<file path="config.mk">
export PLATFORM = sky130hd
export DESIGN_NAME = spill_register
export DESIGN_NICKNAME = d
export VERILOG_FILES = /design/src/design/axi_mux_pkg.sv /design/src/design/spill_register.sv
export SDC_FILE = /design/constraint.sdc
export NUM_CORES = 1
export LEC_CHECK = 0
export BUFFER_PORTS_ARGS = -buffer_cell sky130_fd_sc_hd__buf_4
export CORE_MARGIN = 10
export CORE_UTILIZATION = 51
export CTS_CLUSTER_SIZE = 10
export DETAILED_ROUTE_END_ITERATION = 10
export PLACE_DENSITY = 0.78
export SYNTH_ARGS = -nofsm -noshare
export SYNTH_HDL_FRONTEND = slang
export SYNTH_SLANG_ARGS = --single-unit
</file>
<file path="constraint.sdc">
create_clock -name clk_i -period 9.8 [get_ports clk_i]
set_input_delay 0.49 -clock clk_i [delete_from_list [all_inputs] [get_ports clk_i]]
set_output_delay 0.49 -clock clk_i [all_outputs]
set_load 0.02 [all_outputs]
</file>
<file path="src/design/axi_mux_pkg.sv">
// ----------------------------------------------------------
// AXI write mux shared definitions
// Bus widths and packed channel payloads for upstream
// and downstream sides of the write path
// ----------------------------------------------------------

package axi_mux_pkg;

  // ----------------------------------------------------------
  // Widths
  // ----------------------------------------------------------
  localparam int unsigned ADDR_W   = 32;                // Address width
  localparam int unsigned DATA_W   = 32;                // Data width
  localparam int unsigned STRB_W   = DATA_W / 8;        // One strobe per byte
  localparam int unsigned SLV_ID_W = 4;                 // Upstream ID width
  localparam int unsigned IDX_W    = 2;                 // Port prefix, up to 4 ports
  localparam int unsigned MST_ID_W = SLV_ID_W + IDX_W;  // Downstream ID width

  typedef logic [IDX_W-1:0] port_idx_t;                 // Upstream port number

  // ----------------------------------------------------------
  // Channel payloads
  // ----------------------------------------------------------
  // Upstream AW, 49 bits
  typedef struct packed {
    logic [SLV_ID_W-1:0] id;
    logic [ADDR_W-1:0]   addr;
    logic [7:0]          len;    // Beats minus one
    logic [2:0]          size;   // Bytes per beat, log2
    logic [1:0]          burst;  // FIXED / INCR / WRAP
  } slv_aw_t;

  // Downstream AW, ID carries the port prefix on top
  typedef struct packed {
    logic [MST_ID_W-1:0] id;
    logic [ADDR_W-1:0]   addr;
    logic [7:0]          len;
    logic [2:0]          size;
    logic [1:0]          burst;
  } mst_aw_t;

  // W beat, same on both sides
  typedef struct packed {
    logic [DATA_W-1:0] data;
    logic [STRB_W-1:0] strb;
    logic              last;     // Final beat of the burst
  } w_beat_t;

  typedef struct packed {
    logic [SLV_ID_W-1:0] id;
    logic [1:0]          resp;
  } slv_b_t;                     // Upstream B

  typedef struct packed {
    logic [MST_ID_W-1:0] id;
    logic [1:0]          resp;
  } mst_b_t;                     // Downstream B, prefixed ID

endpackage

</file>
<file path="src/design/spill_register.sv">
// ----------------------------------------------------------
// Two-slot spill register for the downstream AW
// Full throughput, ready_o is registered only
// ----------------------------------------------------------
`timescale 1ns/1ps

module spill_register (
  input  logic                 clk_i,
  input  logic                 rst_i,
  input  logic                 valid_i,
  output logic                 ready_o,
  input  axi_mux_pkg::mst_aw_t data_i,
  output logic                 valid_o,
  input  logic                 ready_i,
  output axi_mux_pkg::mst_aw_t data_o
);
  import axi_mux_pkg::*;

  // ----------------------------------------------------------
  // Slot A takes new data, slot B holds the stalled item
  // ----------------------------------------------------------
  mst_aw_t a_data_q, b_data_q;
  logic    a_full_q, b_full_q;
  logic    a_fill, a_drain;
  logic    b_fill, b_drain;

  assign a_fill  = valid_i && ready_o;
  assign a_drain = a_full_q && !b_full_q;  // A leaves, downstream or into B
  assign b_fill  = a_drain && !ready_i;    // Downstream stalled, park A in B
  assign b_drain = b_full_q && ready_i;

  always_ff @(posedge clk_i) begin
    if (a_fill) a_data_q <= data_i;
    if (b_fill) b_data_q <= a_data_q;
  end

  always_ff @(posedge clk_i) begin
    if (rst_i) begin
      a_full_q <= 1'b0;
      b_full_q <= 1'b0;
    end else begin
      if (a_fill || a_drain) a_full_q <= a_fill;
      if (b_fill || b_drain) b_full_q <= b_fill;
    end
  end

  assign ready_o = !a_full_q || !b_full_q;      // Room in at least one slot
  assign valid_o = a_full_q || b_full_q;
  assign data_o  = b_full_q ? b_data_q : a_data_q;  // B is always the older item

endmodule

</file>
# ---- Word-level counts from Yosys, hierarchy flattened
# Index checks and enable logic that the tools add are counted.
dict set report word_totals {
  register_bits 104
  output_inout_bits 53
  elab_cells 24
}
dict set report op_classes {
  n_mux 1
  n_reduce_logical 11
}
# cell n
set op_table {}
lappend op_table {{two-way mux 51 bit} 1}
lappend op_table {{logical AND 1 bit} 4}
lappend op_table {{logical OR 1 bit} 4}
lappend op_table {{zero test 1 bit} 3}

# ---- Depth between registers and ports, before layout
dict set report depth {
  depth_word 4
  ltp_mapped 4
}

# ---- Worst setup path after synthesis
# Ideal clock, no wire load.
dict set report synth_path {
  path_type {register -> register}
  startpoint {register b_full_q}
  endpoint {register b_data_q[0] (netlist bit), enable pin}
  setup_ps 533
  t_arrival_ps 4345
  setup_slack_ps 4922
  stages_incl_launch_ff 4
  path_cell_list {dfxtp_1 buf_6 buf_8 nor3b_1}
}
dict set report synth_between {
  elab_chain_len 3
}
# item line
set synth_rtl {}
lappend synth_rtl {{from (decl)} spill_register.sv:23} ;# logic a_full_q, b_full_q;
lappend synth_rtl {{from (signal assigned)} spill_register.sv:43} ;# if (b_fill || b_drain) b_full_q <= b_fill;
lappend synth_rtl {{zero test 1 bit} spill_register.sv:28} ;# assign a_drain = a_full_q && !b_full_q;
lappend synth_rtl {{logical AND 1 bit} spill_register.sv:28}
lappend synth_rtl {{logical AND 1 bit} spill_register.sv:29} ;# assign b_fill = a_drain && !ready_i;
lappend synth_rtl {{via b_fill} spill_register.sv:25} ;# logic b_fill, b_drain;
lappend synth_rtl {{to (signal assigned)} spill_register.sv:34} ;# if (b_fill) b_data_q <= a_data_q;
lappend synth_rtl {{to (decl)} spill_register.sv:22} ;# mst_aw_t a_data_q, b_data_q;
# The timed path passes the listed nets, and every way through them passes these cells.
# A chain may end at the register's enable or synchronous reset.

==> impl_metrics.py <==
metrics = {
    "grt": {
        "antenna_found_initial": 0,
        "grt_max_degree": 56,
        "gr-total-overflow": 0,
        "track_usage_pct": 12.1,
        "grt_pass1_vias": 2047,
        "grt_pass1_wl_um": 10900,
    },
    "floorplan": {
        "core_um2": 7690,
        "die_w_um": 109,
        "initial_core_util_pct": 52.1,
        "rows": 32,
        "io_pins": 108,
        "die_area_um2": 11800,
        "dieHeight_um": 109,
    },
    "min_path": {
        "hold_path_class": "primary input to flip-flop",
    },
    "synth": {
        "synth_edf_count": 102,
        "synth_flop_cell": "edfxtp_1",
        "yosysMostFrequentCell": "edfxtp_1",
        "synth.avg_cell_area_um2": 23.9,
        "async_flop_share_pct": 0,
        "syn_nets": 223,
        "yosys.area.top_type": "edfxtp_1",
        "synth_seq_cells": 104,
        "synth_cell_types": 14,
        "netlist_area_um2": 4010,
        "ys_warn_count": 0,
        "yosys-top-cells-count": "edfxtp_1 (102), mux2_4 (47), buf_12 (4), mux2_2 (4), dfxtp_1 (2)",
        "synth-seq-area-share_pct": 77.4,
        "ys_top_cells_by_area": "edfxtp_1 (76%), mux2_4 (18%), buf_12 (2.0%)",
        "synth_top_cell_area_share_pct": 76.4,
        "synthCells": 168,
    },
    "worst_setup_path": {
        "r2r_cells": 2,
        "r2r_start": "b_full_q$_SDFFE_PP0P_",
        "criticalPathCategory": "flip-flop to output port",
        "cp-end-kind": "output port",
        "critical_path_peak_fanout": 55,
        "required_ns": 9.31,
        "cp-endpoint": "data_o[49]",
        "critPathLaunchType": "flip-flop",
        "reg2reg_slack_ns": 7.65,
        "crit_arrival_ns": 1.97,
        "crit_path_start": "b_full_q$_SDFFE_PP0P_",
        "r2r-end": "a_data_q[29]$_DFFE_PP_",
    },
    "route": {
        "firstDrtPassIters": 4,
        "drt-total-wl_um": 7110,
        "num_vias": 1852,
        "ant_nets": 0,
        "wl_per_cell_um": 18.3,
        "viasPerCell": 4.76,
        "drc_errors": 0,
        "drt_iter0_drc": 82,
    },
    "clocking": {
        "cts_tree": "built",
        "htreeDepth": 3,
        "ctsResizeCount": 0,
        "insertion_delay_ns": 0.35,
        "cts.path.max_buffers": 2,
        "clock_sinks": 104,
        "post_cts_buffers": 0,
        "ctsHoldBuffers": 0,
        "cts-root-buf": "clkbuf_8",
        "cts_buffers": 9,
        "path_clk_slew_ns": 0.10,
    },
    "cells_and_area": {
        "areaGrowthSynthToFinish_pct": 26.8,
        "n_antenna_cell": 0,
        "instances_no_fill": 389,
        "fillers": 537,
        "drive_gt1_share_pct": 63.1,
        "final_nets": 337,
    },
    "power_and_ir_drop": {
        "powerDensity_nw_per_um2": 178,
        "p_leak_nw": 1.98,
        "irDropWorstVdd_v": 0.0000825,
    },
    "timing": {
        "worst_pin_slew_ns": 1.16,
        "worst_slack_ns": 7.34,
        "final-max-slew-violation-count": 0,
        "finalCritPeriodShare_pct": 25.1,
        "fmax_mhz": 407,
        "slew_headroom_pct": 22.4,
        "skew_ns": 0.0133,
        "hold_viol_final": 0,
        "setup_viol": 0,
        "tns_ns": 0,
        "hold_slack_ns": 0.304,
        "min_period_ns": 2.46,
        "rsz0062_at_grt": "no",
    },
    "placement": {
        "hpwl_um": 5180,
        "post-place-cells": 373,
        "dp_slack_ns": 7.59,
        "port_buffers": 107,
        "globalplace.congestion": 0.705,
    },
    "run_status": {
        "status": "complete, no violations",
    },
    "job": {
        "drv_cap": 0,
    },
}
-- where the power goes --
part	leakage (nW)	switching [mW]	internal, mW
registers	0.983	0.0114	0.511
clock network	0.115	0.140	0.147
logic	0.885	0.0422	0.0530
-- placed cells by master (no fill, tap or decap) --
cell and n:
a21oi_1 1, and2_2 1, buf_4 109, bufinv_16 2
clkbuf_8 9, clkinv_2 1, clkinv_4 1, dfxtp_1 1
dfxtp_4 1, edfxtp_1 102, inv_6 3, mux2_2 4
mux2_4 47, nand2_2 1, nor2_1 1, nor3b_2 2
or2_1 1
-- stage by stage --
stage                     util (%)  power (mW)  area [um2]
after detailed placement      63.2       0.630        4860
final                         66.1       0.904        5080
after global placement        63.2       0.627        4860
after global routing          66.1       0.939        5080
after CTS                     66.1       0.917        5080
after floorplan                  -       0.584        4010
-- layout make-up --
cell class	count	area (um2)	share of cell area [%]
Clock inverter	7	100	1.97
Multi-Input combinational cell	58	805	15.8
Clock buffer	9	124	2.44
Tap cell	102	128	2.51
Sequential cell	104	3110	61.1
Timing Repair Buffer	109	818	16.1
-- worst max-delay path, stage by stage (launching register included) --
cell	delay, ns
dfxtp_4	0.99
mux2_2	0.42
buf_4	0.16
-- flip-flops by register name, summed over array words and instances (netlist names) --
| signal | flops |
|---|---|
| b_full_q | 1 |
| b_data_q | 51 |
| a_data_q | 51 |
| a_full_q | 1 |
-- worst min-delay path by stage --
stage	start	to	slack (ns)	cells past startpoint
final	rst_i	b_full_q$_SDFFE_PP0P_	0.30	2
after global routing	rst_i	b_full_q$_SDFFE_PP0P_	0.27	2
after CTS	rst_i	b_full_q$_SDFFE_PP0P_	0.27	2
after detailed placement	a_data_q[22]$_DFFE_PP_	b_data_q[22]$_DFFE_PP_	0.43	0
after global placement	a_data_q[32]$_DFFE_PP_	b_data_q[32]$_DFFE_PP_	0.43	0
after floorplan	a_data_q[0]$_DFFE_PP_	b_data_q[0]$_DFFE_PP_	0.42	0
-- cell families after synthesis --
group / count (synthesis) / synth area share, %
flops: 104 / 77.4
compound gates: 1 / 0.125
buf+inv: 6 / 2.65
mux: 51 / 18.7
simple gates: 6 / 1.06
-- layer usage --
metal / share of wire [%] / track usage, %
met1: 38 / 13.2
met2: 54 / 21.0
met3: 7.1 / 3.95
met4: 1.0 / 5.65
met5: 0 / 0
Power figures use the tool's default switching activity.
