==> config.mk <==
export PLATFORM = sky130hd
export DESIGN_NAME = id_fifo
export DESIGN_NICKNAME = d
export VERILOG_FILES = /design/src/design/axi_mux_pkg.sv /design/src/design/id_fifo.sv
export SDC_FILE = /design/constraint.sdc
export NUM_CORES = 1
export LEC_CHECK = 0
export ABC_AREA = 1
export BUFFER_PORTS_ARGS = -buffer_cell sky130_fd_sc_hd__buf_2
export CAP_MARGIN = 25
export CELL_PAD_IN_SITES_DETAIL_PLACEMENT = 1
export CELL_PAD_IN_SITES_GLOBAL_PLACEMENT = 1
export CORE_MARGIN = 2
export CORE_UTILIZATION = 42
export DETAILED_ROUTE_END_ITERATION = 10
export GPL_ROUTABILITY_DRIVEN = 1
export PLACE_DENSITY = 0.87
export SLEW_MARGIN = 25
export SYNTH_ARGS = -nofsm -noshare
export SYNTH_HDL_FRONTEND = slang
export SYNTH_SLANG_ARGS = --single-unit
==> constraint.sdc <==
create_clock -name clk_i -period 1.9 [get_ports clk_i]
set_input_delay 0.19 -clock clk_i [delete_from_list [all_inputs] [get_ports clk_i]]
set_output_delay 0.19 -clock clk_i [all_outputs]
set_load 0.01 [all_outputs]
==> src/design/axi_mux_pkg.sv <==
// ----------------------------------------------------------
// AXI write mux shared definitions
// Bus widths and packed channel payloads for upstream
// and downstream sides of the write path
// ----------------------------------------------------------

package axi_mux_pkg;

  // ----------------------------------------------------------
  // Widths
  // ----------------------------------------------------------
  localparam int unsigned ADDR_W   = 32;                // Address width
  localparam int unsigned DATA_W   = 32;                // Data width
  localparam int unsigned STRB_W   = DATA_W / 8;        // One strobe per byte
  localparam int unsigned SLV_ID_W = 4;                 // Upstream ID width
  localparam int unsigned IDX_W    = 2;                 // Port prefix, up to 4 ports
  localparam int unsigned MST_ID_W = SLV_ID_W + IDX_W;  // Downstream ID width

  typedef logic [IDX_W-1:0] port_idx_t;                 // Upstream port number

  // ----------------------------------------------------------
  // Channel payloads
  // ----------------------------------------------------------
  // Upstream AW, 49 bits
  typedef struct packed {
    logic [SLV_ID_W-1:0] id;
    logic [ADDR_W-1:0]   addr;
    logic [7:0]          len;    // Beats minus one
    logic [2:0]          size;   // Bytes per beat, log2
    logic [1:0]          burst;  // FIXED / INCR / WRAP
  } slv_aw_t;

  // Downstream AW, ID carries the port prefix on top
  typedef struct packed {
    logic [MST_ID_W-1:0] id;
    logic [ADDR_W-1:0]   addr;
    logic [7:0]          len;
    logic [2:0]          size;
    logic [1:0]          burst;
  } mst_aw_t;

  // W beat, same on both sides
  typedef struct packed {
    logic [DATA_W-1:0] data;
    logic [STRB_W-1:0] strb;
    logic              last;     // Final beat of the burst
  } w_beat_t;

  typedef struct packed {
    logic [SLV_ID_W-1:0] id;
    logic [1:0]          resp;
  } slv_b_t;                     // Upstream B

  typedef struct packed {
    logic [MST_ID_W-1:0] id;
    logic [1:0]          resp;
  } mst_b_t;                     // Downstream B, prefixed ID

endpackage

==> src/design/id_fifo.sv <==
// ----------------------------------------------------------
// Order FIFO of port indices
// One entry per issued AW, popped when its W burst ends
// ----------------------------------------------------------
`timescale 1ns/1ps

module id_fifo #(
  parameter int unsigned MaxWTrans = 4
) (
  input  logic                   clk_i,
  input  logic                   rst_i,
  input  logic                   push_i,
  input  axi_mux_pkg::port_idx_t data_i,
  input  logic                   pop_i,
  output axi_mux_pkg::port_idx_t data_o,  // Head entry
  output logic                   full_o,
  output logic                   empty_o
);
  import axi_mux_pkg::*;

  localparam int unsigned PtrW = (MaxWTrans > 1) ? $clog2(MaxWTrans) : 1;
  localparam int unsigned CntW = $clog2(MaxWTrans + 1);

  port_idx_t         mem_q [MaxWTrans];  // Port index storage
  logic [PtrW-1:0]   wr_ptr_q, rd_ptr_q;
  logic [CntW-1:0]   cnt_q;              // Occupancy
  logic              do_push, do_pop;

  assign full_o  = (cnt_q == CntW'(MaxWTrans));
  assign empty_o = (cnt_q == '0);
  assign data_o  = mem_q[rd_ptr_q];

  assign do_push = push_i && !full_o;
  assign do_pop  = pop_i && !empty_o;

  always_ff @(posedge clk_i) begin
    if (do_push) mem_q[wr_ptr_q] <= data_i;
  end

  // Pointers wrap at MaxWTrans for any depth
  always_ff @(posedge clk_i) begin
    if (rst_i) begin
      wr_ptr_q <= '0;
      rd_ptr_q <= '0;
      cnt_q    <= '0;
    end else begin
      if (do_push) wr_ptr_q <= (wr_ptr_q == PtrW'(MaxWTrans - 1)) ? '0 : wr_ptr_q + 1'b1;
      if (do_pop)  rd_ptr_q <= (rd_ptr_q == PtrW'(MaxWTrans - 1)) ? '0 : rd_ptr_q + 1'b1;
      case ({do_push, do_pop})
        2'b10:   cnt_q <= cnt_q + 1'b1;
        2'b01:   cnt_q <= cnt_q - 1'b1;
        default: cnt_q <= cnt_q;  // Both or neither
      endcase
    end
  end

endmodule

# Word-level counts from Yosys, hierarchy flattened
# Memory sizes are Yosys's and may differ from the RTL's. A register that Yosys moved wholly into a read port is not among the register bits.
# Cells that the tools add are included.
classes:
  addsub: 4
  eq_ne: 5
  n_mux: 7
  reduce_logical: 6
op_table:
  columns: ["operator", "count"]
  rows:
  - ["2-bit 2-to-1 mux", 4]
  - ["2-bit equality test, second input constant", 3]
  - ["3-bit one-hot mux with 2 select lines", 1]
  - ["2-bit by 1-bit adder with 2-bit output, second input constant", 2]
  - ["3-bit by 1-bit adder with 3-bit output, second input constant", 1]
  - ["3-bit equality test, second input constant", 1]
  - ["3-bit zero test", 1]
  - ["3-bit by 1-bit subtractor with 3-bit output, second input constant", 1]
  - ["2-bit by 1-bit equality test with 1-bit output, second input constant", 1]
  - ["1-bit logical AND", 2]
  - ["1-bit zero test", 2]
  - ["1-bit 2-to-1 mux", 2]
  - ["2-bit nonzero test", 1]
word_totals:
  reg_bits: 7
  mem_bits_rw: 8
  in_bits: 6
  output_inout_bits: 4
  wordCells: 26
  memories: 1
memory_table:
  columns: ["name", "depth", "width", "rd", "rd_ports_with_merged_regs", "wr", "line_no", "source"]
  rows:
  - ["mem_q", 4, 2, 1, 1, 1, "id_fifo.sv:24", "port_idx_t mem_q [MaxWTrans];"]

# Logic depth before layout (Yosys ltp)
depth:
  ltp_word: 5
  ltp_mapped: 13
  mapped_depth_nobuf: 13

# Worst setup path before layout
# No wires, ideal clock.
synth_timing:
  path_kind: "register -> register"
  start: "register cnt_q[2]"
  end: "register cnt_q[2]"
  setup_ns: 0.110
  t_arrival_ns: 1.539
  required_ns: 1.790
  setup_slack_ns: 0.252
  path_stages_with_launch: 14
  n_path_buf: 0
  synth_period_minus_slack_ns: 1.648
  cell_sequence: "dfxtp_1 > inv_2 > nand3_4 > inv_1 > nor2_1 > ha_1 > inv_1 > fa_1 > inv_1 > nand2_1 > nand3_1 > nand2_1 > inv_1 > nor2_1"
synth_between:
  elab_chain_cells: 5
  word_cells_on_any_way: 12
  cone_classes: "add/sub: 2; eq/ne: 3; mux: 1; reduce/logical: 6"
synth_rtl:
  columns: ["item", "line_no", "source"]
  rows:
  - ["start: declaration", "id_fifo.sv:26", "logic [CntW-1:0] cnt_q;"]
  - ["start signal: assignment", "id_fifo.sv:50", "2'b10: cnt_q <= cnt_q + 1'b1;"]
  - ["start signal: assignment", "id_fifo.sv:51", "2'b01: cnt_q <= cnt_q - 1'b1;"]
  - ["start signal: assignment", "id_fifo.sv:52", "default: cnt_q <= cnt_q;"]
  - ["3-bit zero test *", "id_fifo.sv:30", "assign empty_o = (cnt_q == '0);"]
  - ["via empty_o", "id_fifo.sv:17", "output logic empty_o"]
  - ["1-bit zero test *", "id_fifo.sv:34", "assign do_pop = pop_i && !empty_o;"]
  - ["1-bit logical AND *", "id_fifo.sv:34", null]
  - ["2-bit by 1-bit equality test with 1-bit output or 2-bit equality test (tied branches)", "id_fifo.sv:49", "case ({do_push, do_pop})"]
  - ["3-bit one-hot mux with 2 select lines or 2-bit nonzero test (tied branches)", null, null]
# The timed path passes the listed nets; every way through them passes the cells marked *.
# A chain may end at the register's enable or synchronous reset.

# Final worst setup path
layout_timing:
  start: "register cnt_q[1]"
  end: "register cnt_q[2]"
layout_between:
  elab_chain_cells: 5
  word_cells_on_any_way: 12
  cone_classes: "add/sub: 2; eq/ne: 3; mux: 1; reduce/logical: 6"
layout_rtl:
  columns: ["item", "line_no"]
  rows:
  - ["3-bit equality test or 3-bit zero test (tied branches)", "id_fifo.sv:29, id_fifo.sv:30"]
  - ["1-bit zero test, on equally long branches", "id_fifo.sv:33, id_fifo.sv:34"]
  - ["1-bit logical AND, on equally long branches", "id_fifo.sv:33, id_fifo.sv:34"]
  - ["2-bit by 1-bit equality test with 1-bit output or 2-bit equality test (tied branches)", "id_fifo.sv:49"]
  - ["3-bit one-hot mux with 2 select lines or 2-bit nonzero test (tied branches)", null]
# Parallel ways exist; a longest one is shown, timed or not.

==> flow_summary.yaml <==
cts:
  clk_path_buf_depth: 2
  ctsHoldBuffers: 0
  clock_sinks: 17
  root_buffer: "clkbuf_4"
  clk_pin_slew_ns: 0.09
  h-tree-depth: 1
  cts_made_buffers: 3
  tritoncts: "built"
  insertion_delay_ns: 0.29
grt:
  grt_pass1_vias: 601
  grt_overflow_total: 0
  antenna_found_initial: 0
  grt_pass1_wl_um: 2456
  grt.total_usage: 0.1377
  grt_max_degree: 10
place:
  dpl.hpwl_um: 1210
  numPortBuffers: 9
  place.gp.congestion: 0.7486
die:
  die-width_um: 48.51
  io_pins: 10
  core-area_um2: 1922
  fp-row-count: 16
  die_h_um: 48.51
  initial_core_util: 0.4329
  fp.dieArea_um2: 2353
routing:
  routed_wirelength_um: 1522
  drtIter0Drc: 6
  drc: 0
  via_per_inst: 4.740
  dr.pass1.iters: 3
  drtAntennaViolNets: 0
  vias: 621
  wl_per_cell_um: 11.62
synth:
  async_reset_ff_frac: 0
  yosys.cell_count.top_type: "inv_1"
  synth_top_area_frac: 0.2887
  synth_nets: 104
  synth.avg_cell_area_um2: 9.143
  synth_cells: 91
  seq_area_frac_synth: 0.5053
  ys_warn_count: 0
  ys_types: 16
  synthesis.area_um2: 832.0
  netlist_top_cells_area: "edfxtp_1 (29%), dfxtp_1 (22%), ha_1 (9.0%), inv_1 (7.7%), nor2_1 (6.3%)"
  synth_edf_count: 8
  yosys-top-cells-count: "inv_1 (17), nor2_1 (14), nand2_1 (10)"
  yosys.area.top_type: "edfxtp_1"
  ys_ff_latch: 17
  ys.flop_type: "dfxtp_1"
setup_path:
  worstPathMaxFanout: 5
  reg2reg_depth: 13
  cp_slowest_cell: "fa_1"
  end_kind: "flip-flop"
  required_ns: 2.09
  crit_arrival_ns: 1.99
  rr_startpoint: "cnt_q[1]"
  path_cells: "inv_2, nand3_4, inv_1, nor2_2, ha_2, inv_1, fa_1, inv_1, nand2_1, nand3_1, nand2_1, inv_1, nor2_1"
  max_stage_delay_ns: 0.38
  crit_type: "reg -> reg"
  regToRegEndpoint: "cnt_q[2]"
  crit_top_cell: "inv_1"
  r2r_setup_slack_ns: 0.10
  cp-start-kind: "flip-flop"
final_layout:
  drive_gt1_frac: 0.2115
  num-nets-final: 118
  final_core_util: 0.4935
  diodes: 0
  syn2layout_area_growth_pct: 13.99
hold_path:
  min_from: "data_i[1]"
  hp-class: "in -> reg"
  holdPathStages: 1
  min_to: "mem_q[3][1]"
pwr:
  p_sw_frac: 0.3944
  ir_drop_mv: 0.7068
  p_leak_nw: 0.4356
  p_comb_frac: 0.424
  p_per_area_nw_per_um2: 1305
  power_mw: 1.238
  pwr-share-seq: 0.424
  internal-power_uw: 749.5
  p_clk_frac: 0.152
  p_switching_uw: 488.1
sta:
  finalCritPeriodShare: 0.9462
  tns_ns: 0
  slew_headroom: 0.8550
  period_needed_ns: 1.798
  clock_skew_ns: 0.002010
  fmax_mhz: 556.2
  hold_viol_final: 0
  setup_viol: 0
  tightest_slew_ns: 0.2167
  drv_slew: 0
  whs_ns: 0.1190
run_status:
  outcome: "complete, no violations"
run:
  cap_violations: 0
[through the flow]
stage	setup WS (ns)	std cells	cell area, um^2
after floorplan	0.2515	91	832.0
after global placement	0.1574	127	910.9
after detailed placement	0.08355	127	910.9
after CTS	0.06846	131	937.1
after global routing	-0.02846	131	948.4
final	0.1022	131	948.4
[power by group through the flow]
stage / sequential, mW / clock (mW) / combinational, mW
2_1_floorplan: 0.516 / 0 / 0.377
3_3_place_gp: 0.526 / 0 / 0.472
3_5_place_dp: 0.528 / 0 / 0.512
4_1_cts: 0.520 / 0.197 / 0.514
5_1_grt: 0.534 / 0.208 / 0.596
6_report: 0.525 / 0.189 / 0.524
[worst max-delay path, delay by kind of cell, from the launching register on]
family | cells | cell delay (ns)
AND/OR/NAND/NOR | 6 | 0.43
adder cells (fa/ha/maj) | 2 | 0.58
buffers and inverters | 5 | 0.32
flip-flops | 1 | 0.35
[worst max path at each step]
| stage | end | from | slack (ns) |
|---|---|---|---|
| 2_1_floorplan | cnt_q[2] | cnt_q[2] | 0.25 |
| 3_3_place_gp | cnt_q[2] | cnt_q[2] | 0.16 |
| 5_1_grt | cnt_q[2] | cnt_q[1] | -0.03 |
| 4_1_cts | cnt_q[2] | cnt_q[0] | 0.07 |
| 3_5_place_dp | cnt_q[2] | cnt_q[0] | 0.08 |
| 6_report | cnt_q[2] | cnt_q[1] | 0.10 |
[area by class of cell]
class / count / area [um^2]
fillers: 248 / 973.4
flip-flops and latches: 17 / 421.7
multi-input cells: 54 / 344.1
inverters: 20 / 77.57
repair buffers: 9 / 45.04
well taps: 27 / 33.78
clock buffers: 4 / 26.28
[kinds of logic (layout without fill, tap and decap cells)]
family / Yosys count / after routing / synth area share
adders and majority gates: 7 / 7 / 0.1143
and+or+nand+nor: 33 / 33 / 0.2030
AOI/OAI and AO/OA: 14 / 14 / 0.08722
buffers and inverters: 20 / 33 / 0.09022
DFF: 17 / 17 / 0.5053
[per-layer routing]
layer  vias up  global-route usage  wire (um)
met5         -                   0          0
met4         0             0.07143         23
met3         4             0.02778         39
met2         7              0.2593        804
met1       291              0.1434        654
li1        319                   -          -
[what timing repair did]
action | CTS | global route
setup buffers | 0 | 0
endpoints found under the hold margin | 0 | 0
resized for setup | 0 | 5
endpoints found under the setup margin | 0 | 1
[cell usage in the layout (no fill, tap or decap), types with 2 or more instances in the layout]
master / n
nor2_1: 13
clkbuf_4: 3
nand3_1: 4
inv_1: 17
buf_2: 9
nand2_1: 9
edfxtp_1: 8
nand3_4: 2
a21oi_1: 6
dfxtp_1: 8
inv_2: 2
ha_1: 5
o22ai_1: 2
o21ai_0: 6
Power figures use the tool's default switching activity.
