<file path="src/design/axi_mux_pkg.sv">
// ----------------------------------------------------------
// AXI write mux shared definitions
// Bus widths and packed channel payloads for upstream
// and downstream sides of the write path
// ----------------------------------------------------------

package axi_mux_pkg;

  // ----------------------------------------------------------
  // Widths
  // ----------------------------------------------------------
  localparam int unsigned ADDR_W   = 32;                // Address width
  localparam int unsigned DATA_W   = 32;                // Data width
  localparam int unsigned STRB_W   = DATA_W / 8;        // One strobe per byte
  localparam int unsigned SLV_ID_W = 4;                 // Upstream ID width
  localparam int unsigned IDX_W    = 2;                 // Port prefix, up to 4 ports
  localparam int unsigned MST_ID_W = SLV_ID_W + IDX_W;  // Downstream ID width

  typedef logic [IDX_W-1:0] port_idx_t;                 // Upstream port number

  // ----------------------------------------------------------
  // Channel payloads
  // ----------------------------------------------------------
  // Upstream AW, 49 bits
  typedef struct packed {
    logic [SLV_ID_W-1:0] id;
    logic [ADDR_W-1:0]   addr;
    logic [7:0]          len;    // Beats minus one
    logic [2:0]          size;   // Bytes per beat, log2
    logic [1:0]          burst;  // FIXED / INCR / WRAP
  } slv_aw_t;

  // Downstream AW, ID carries the port prefix on top
  typedef struct packed {
    logic [MST_ID_W-1:0] id;
    logic [ADDR_W-1:0]   addr;
    logic [7:0]          len;
    logic [2:0]          size;
    logic [1:0]          burst;
  } mst_aw_t;

  // W beat, same on both sides
  typedef struct packed {
    logic [DATA_W-1:0] data;
    logic [STRB_W-1:0] strb;
    logic              last;     // Final beat of the burst
  } w_beat_t;

  typedef struct packed {
    logic [SLV_ID_W-1:0] id;
    logic [1:0]          resp;
  } slv_b_t;                     // Upstream B

  typedef struct packed {
    logic [MST_ID_W-1:0] id;
    logic [1:0]          resp;
  } mst_b_t;                     // Downstream B, prefixed ID

endpackage

</file>
<file path="src/design/w_steer.sv">
// ----------------------------------------------------------
// W steering from the order FIFO head
// Combinational, pops the head on the last beat
// ----------------------------------------------------------
`timescale 1ns/1ps

module w_steer #(
  parameter int unsigned NumPorts = 4
) (
  input  logic                                  [NumPorts-1:0] w_valid_i,
  input  axi_mux_pkg::w_beat_t                  [NumPorts-1:0] w_i,
  output logic                                  [NumPorts-1:0] w_ready_o,
  input  axi_mux_pkg::port_idx_t                               head_idx_i,
  input  logic                                                 fifo_empty_i,
  output logic                                                 mst_w_valid_o,
  output axi_mux_pkg::w_beat_t                                 mst_w_o,
  input  logic                                                 mst_w_ready_i,
  output logic                                                 pop_o
);
  import axi_mux_pkg::*;

  logic head_valid;  // Head port has a beat and an AW is pending

  assign mst_w_o = w_i[head_idx_i];  // Payload follows head, valid gates it

  always_comb begin
    head_valid = 1'b0;
    w_ready_o  = '0;
    for (int p = 0; p < int'(NumPorts); p++) begin
      if (!fifo_empty_i && (head_idx_i == port_idx_t'(p))) begin
        head_valid   = w_valid_i[p];
        w_ready_o[p] = mst_w_ready_i;  // Other ports stay blocked
      end
    end
  end

  assign mst_w_valid_o = head_valid;
  assign pop_o         = head_valid && mst_w_ready_i && mst_w_o.last;  // Burst done

endmodule

</file>
<file path="config.mk">
export PLATFORM = sky130hd
export DESIGN_NAME = w_steer
export DESIGN_NICKNAME = d
export VERILOG_FILES = /design/src/design/axi_mux_pkg.sv /design/src/design/w_steer.sv
export SDC_FILE = /design/constraint.sdc
export NUM_CORES = 1
export LEC_CHECK = 0
export CAP_MARGIN = 20
export CORE_AREA = 2 2 78 80
export DETAILED_ROUTE_END_ITERATION = 12
export DIE_AREA = 0 0 80 82
export DONT_BUFFER_PORTS = 1
export PLACE_DENSITY = 0.41
export SLEW_MARGIN = 20
export SYNTH_ARGS = -nofsm -noshare
export SYNTH_HDL_FRONTEND = slang
export SYNTH_SLANG_ARGS = --single-unit
</file>
<file path="constraint.sdc">
create_clock -name vclk -period 1.15
set_input_delay 0.0575 -clock vclk [all_inputs]
set_output_delay 0.0575 -clock vclk [all_outputs]
set_load 0.02 [all_outputs]
</file>
# Yosys cells after proc, flatten, opt, wreduce, memory -nomap -nowiden
# Index checks and enable logic that the tools add are counted.
[word_totals] reg_bits=0
[op_classes] n_lt_le_gt_ge=1 eq_ne=3 n_mux=10 reduce_logical=8
[op_table] operator="37-bit binary-select mux with 2-bit select" count=1
[op_table] operator="37-bit 2-to-1 mux" count=1
[op_table] operator="1-bit 2-to-1 mux" count=8
[op_table] operator="1-bit logical AND" count=6
[op_table] operator="2-bit equality test (second input constant)" count=2
[op_table] operator="2-bit by 3-bit < comparator with 1-bit output (second input constant)" count=1
[op_table] operator="2-bit by 1-bit equality test with 1-bit output (second input constant)" count=1
[op_table] operator="2-bit zero test" count=1
[op_table] operator="1-bit zero test" count=1

# Longest topological paths before layout
# Gate-level depths: netlist (run 1).
[depth] word_depth=8 mapped_depth=3

# Least setup slack after synthesis (run 1)
# No wires, ideal clock.
[synth_timing] path_type="input port to output port" start="input head_idx_i[0]" end="output pop_o" arrival_time_ns=0.989 t_required_ns=1.092 slack_ns=0.103 stages=3 path_buffers=1 path_cell_list="buf_6 -> mux4_2 -> and3_1"
[synth_lines] element="start, declared" line_no="w_steer.sv:13" text="input axi_mux_pkg::port_idx_t head_idx_i,"
[synth_lines] element="end, declared" line_no="w_steer.sv:18" text="output logic pop_o"

# Worst setup path in the final report (run 1)
[layout_timing] start="input head_idx_i[0]" end="output pop_o"
[layout_between] elab_chain_cells=8 word_cells_on_any_way=16
[layout_rtl] element="2-bit zero test" line_no="w_steer.sv:30" text="if (!fifo_empty_i && (head_idx_i == port_idx_t'(p))) begin"
[layout_rtl] element="1-bit logical AND" line_no="w_steer.sv:30"
[layout_rtl] element="1-bit 2-to-1 mux (4 in a row)" line_no="w_steer.sv:30"
[layout_rtl] element="1-bit logical AND" line_no="w_steer.sv:38" text="assign pop_o = head_valid && mst_w_ready_i && mst_w_o.last;"
[layout_rtl] element="1-bit logical AND (*)" line_no="w_steer.sv:38"
# Every way passes the cells marked *; elsewhere a longest branch is shown, timed or not. The select of a mux whose other input is x is not followed.

==> results of run 1 <==
-- metal layers --
layer	global-route usage [%]	share of wire [%]
met1	11.7	33
met2	19.0	50
met3	4.95	17
met4	0.339	0.30
met5	0	0
-- Yosys cell counts --
master	n
and3b_1	2
clkbuf_1	1
buf_6	5
nor2b_1	2
buf_2	4
and3_1	2
nor3b_1	1
mux4_2	38
-- cells in the final DEF, fill, tap and decap left out --
cell | synthesis | routed
buf_4 | 0 | 2
and3b_1 | 2 | 2
nor3b_1 | 1 | 1
and3_1 | 2 | 2
diode_2 | 0 | 1
nor2b_1 | 2 | 2
mux4_2 | 38 | 38
-- logic make-up (layout without fill, tap and decap cells) --
kind of cell / Yosys count / in the layout / synth area share (%)
buffers and inverters: 10 / 2 / 8.12
and+or+nand+nor: 7 / 7 / 5.08
other: 0 / 1 / 0
muxes: 38 / 38 / 86.8
-- worst paths after layout --
| path | from | to | slack [ns] | depth (start not counted) |
|---|---|---|---|---|
| setup / recovery | head_idx_i[0] | pop_o | 0.29 | 2 |
| hold / removal | fifo_empty_i | mst_w_valid_o | 0.20 | 1 |
-- report_power, final --
| part | switching (W) | internal [W] |
|---|---|---|
| clock network | 0 | 0.000000000117 |
| registers | 0 | 0 |
| logic | 0.000257 | 0.000233 |
-- layout make-up --
class | instances | area share, %
multi-input cells | 45 | 89.1
well taps | 75 | 9.23
repair buffers | 2 | 1.48
diodes | 1 | 0.246
-- metrics by stage --
stage          worst slack, ns  hold slack [ns]  instance area [µm²]  power [W]
6_report                 0.287            0.202                 1020   0.000490
5_1_grt                  0.279            0.204                 1020   0.000506
4_1_cts                  0.291            0.202                 1010   0.000494
3_5_place_dp             0.291            0.202                 1010   0.000492
3_3_place_gp             0.303            0.199                 1010   0.000492
2_1_floorplan            0.103            0.193                  986   0.000523
==> impl_metrics.csv, run 1 <==
group,metric,value,unit
outcome,run_status,"completed",
drt,first_pass_iters,4,
setup_path,cp_cell_sequence,"mux4_2 -> and3_1",
yosys,syn_area_per_cell,17.9,µm²
setup_path,crit_type,"in2out",
setup_path,crit_path_max_incr_delay,0.48,ns
drt,drt.antenna.violating_nets,0,
yosys,synth_top_cells_by_area,"mux4_2 87%, buf_6 5.7%, buf_2 2.0%, and3b_1 1.8%, and3_1 1.3%",
setup_path,crit_arrival,0.81,ns
cells_and_area,multiInputGateArea,906,µm²
global_routing,antenna_found_initial,2,
setup_path,start_kind,"primary input",
setup_path,cp_max_fo,42,
job,maxCapViolations,0,
pwr,ir_worst_vdd,0.174,mV
timing,drv_slew,0,
drt,vias,731,
global_routing,grt_max_degree,43,
place,io_buffers,0,
yosys,ys_types,8,
cells_and_area,utilization,17.7,%
cells_and_area,seq_cells,0,
cells_and_area,fin_nets,205,
setup_path,slowest_stage,"mux4_2",
global_routing,overflow,0,
floorplan,start_util,17.2,%
drt,drt-total-wl,4.38,mm
setup_path,crit_family,"multiplexers",
place,post-place-cells,122,
floorplan,die-area,6560,µm²
timing,max_slew_margin,71.4,%
floorplan,coreArea,5750,µm²
timing,hold_viol,0,
drt,drtIter0Drc,18,
timing,period_needed,0.863,ns
global_routing,grt.total_usage,10.4,%
cells_and_area,num-clock-buffers,0,
cells_and_area,n_fill_cell,643,
yosys,syn_area,986,µm²
drt,drc,0,
setup_path,crit_required,1.09,ns
yosys,post-synth-top-area-cell,"mux4_2",
drt,vias_per_cell,5.94,
floorplan,die_y,82,µm
cells_and_area,area_growth,3.17,%
pwr,leakage,0.284,nW
cts,post_cts_buffers,0,
cts,cts-resized-gates,0,
timing,fin_setup_tns,0,ns
place,hpwl,3.93,mm
yosys,syn-instance-count,55,
global_routing,grt_pass1_wl,5.09,mm
timing,setup-violations-final,0,
hold_path,holdCritPathClass,"in2out",
floorplan,io_pins,199,
global_routing,grt_pass1_vias,795,
yosys,synth_fp_nets,211,
timing,timing.fmax,1.16,GHz
timing,worst_pin_slew,0.428,ns
floorplan,num_rows,28,
timing,min_period_over_period,75.0,%
cells_and_area,drive_above_1_share,85.1,%
timing,rsz0062_at_grt,"false",
cts,cts_hold_buf,0,
cells_and_area,finalNonFillerCells,123,
pwr,power.density,481,nW/µm²
floorplan,die_x,80,µm
setup_path,critical_path_buf_inv_count,0,
yosys,synth_top_area_share,86.8,%
yosys,seq_area_frac_synth,0,%
place,gp_congestion,0.648,
setup_path,cp-end-kind,"output pin",
yosys,yosys_warnings,0,
cells_and_area,regArea,0,µm²
drt,wl_per_cell,35.6,µm
No activity file was read; power rests on OpenSTA's default activity.
==> run 2, diff against run 1 <==
==> constraint.sdc (replaced) <==
create_clock -name vclk -period 0.8
set_input_delay 0.04 -clock vclk [all_inputs]
set_output_delay 0.04 -clock vclk [all_outputs]
set_load 0.02 [all_outputs]
==> run 2 against run 1 <==
Against the previous run:
- the run now ends with setup timing left
- via count decreased by 2.9%
- combinational power grew 46%
- worst hold slack got worse by 0.086 ns
- non-clock buffer count unchanged
- final area is 1.5% higher
- clock-buffer cell count unchanged
- setup slack got worse by 0.30 ns
- wire length down 0.27%
- die area did not move
- global-route usage grew 0.64 points
- power increased by 46%
==> impl_metrics.csv, run 2 (synthesis gave the netlist of run 1 again) <==
group,metric,value,unit
setup_path,cp-end-kind,"output pin",
cells_and_area,num-clock-buffers,0,
cells_and_area,drive_above_1_share,91.5,%
pwr,leakage,0.289,nW
global_routing,overflow,0,
global_routing,antenna_found_initial,0,
timing,timing.fmax,1.23,GHz
setup_path,cp_cell_sequence,"mux4_2 -> and3_4",
global_routing,grt_pass1_vias,810,
setup_path,crit_required,0.76,ns
cts,cts-resized-gates,0,
outcome,run_status,"finished with violations",
global_routing,grt.total_usage,11.1,%
timing,setup_ws,-0.0136,ns
drt,vias_per_cell,5.82,
place,io_buffers,0,
setup_path,critical_path_buf_inv_count,0,
floorplan,start_util,17.2,%
setup_path,crit_family,"multiplexers",
pwr,p_switching,0.000372,W
timing,drv_slew,0,
floorplan,io_pins,199,
global_routing,grt_max_degree,43,
outcome,violations,"setup timing",
pwr,power_frac_comb,100.0,%
timing,fin_setup_tns,-0.0136,ns
drt,drt-total-wl,4.36,mm
floorplan,coreArea,5750,µm²
drt,vias,710,
setup_path,crit_arrival,0.77,ns
timing,hold_viol,0,
timing,max_slew_margin,82.4,%
drt,drt.antenna.violating_nets,0,
drt,drtIter0Drc,25,
timing,setup-violations-final,1,
setup_path,cp_max_fo,42,
floorplan,die_y,82,µm
global_routing,grt_pass1_wl,5.42,mm
setup_path,crit_type,"in2out",
timing,worst_pin_slew,0.264,ns
timing,rsz0062_at_grt,"true",
place,placed_area,1030,µm²
setup_path,crit_path_max_incr_delay,0.50,ns
drt,wl_per_cell,35.8,µm
pwr,power.density,691,nW/µm²
pwr,internal_power,0.000342,W
floorplan,die-area,6560,µm²
timing,min_period_over_period,102,%
cells_and_area,seq_cells,0,
cells_and_area,diodes,0,
cells_and_area,final_cell_mix,"38 x mux4_2, 2 x and3b_1, 2 x buf_4",
cells_and_area,mostFrequentLayoutCell,"mux4_2",
pwr,seq_power_share,0,%
hold_path,holdCritPathClass,"in2out",
pwr,swShare,52.1,%
cells_and_area,final_cell_area,1030,µm²
drt,drc,0,
cells_and_area,fin_nets,205,
cells_and_area,area_growth,4.70,%
pwr,ir_worst_vdd,0.218,mV
floorplan,die_x,80,µm
setup_path,slowest_stage,"mux4_2",
timing,period_needed,0.814,ns
cells_and_area,regArea,0,µm²
setup_path,start_kind,"primary input",
drt,first_pass_iters,3,
cts,cts_hold_buf,0,
job,maxCapViolations,0,
floorplan,num_rows,28,
place,gp_congestion,0.740,
pwr,p_clk_share,0,%
run 2: final timing paths:
path / from / cells past startpoint / slack [ns] / to
max: head_idx_i[0] / 2 / -0.01 / pop_o
min: fifo_empty_i / 1 / 0.12 / mst_w_valid_o
run 2: power groups by stage:
stage | sequential (W) | clock, W | combinational [W]
2_1_floorplan | 0 | 0 | 0.000772
3_3_place_gp | 0 | 0 | 0.000720
3_5_place_dp | 0 | 0 | 0.000720
4_1_cts | 0 | 0 | 0.000723
5_1_grt | 0 | 0 | 0.000737
6_report | 0 | 0 | 0.000713
run 2: final cells by class:
| type | instances | area (µm²) |
|---|---|---|
| Fill cell | 643 | 4710 |
| Multi-Input combinational cell | 45 | 923 |
| Tap cell | 75 | 93.8 |
| Timing Repair Buffer | 2 | 15.0 |
run 2: per-stage QoR:
stage	hold WS (ns)	power, W	worst slack, ns	util (%)	instances
4_1_cts	0.117	0.000723	-0.0109	18.0	122
3_5_place_dp	0.117	0.000720	-0.0109	18.0	122
5_1_grt	0.118	0.000737	-0.0236	18.0	122
3_3_place_gp	0.116	0.000720	-0.0246	18.0	122
2_1_floorplan	0.112	0.000772	-0.162	-	55
6_report	0.116	0.000713	-0.0136	18.0	122
run 2: per-layer routing:
metal / global-route usage (%) / vias to the layer above / wire length, µm
li1: - / 258 / -
met1: 13.7 / 360 / 1470
met2: 19.8 / 90 / 2260
met3: 3.41 / 2 / 607
met4: 0.847 / 0 / 29
met5: 0 / - / 0
run 2: what timing repair did:
| item | in CTS | in global routing |
|---|---|---|
| gates cloned | 0 | 0 |
| buffers inserted | 0 | 0 |
| setup endpoints to repair | 1 | 2 |
| pin swaps | 0 | 0 |
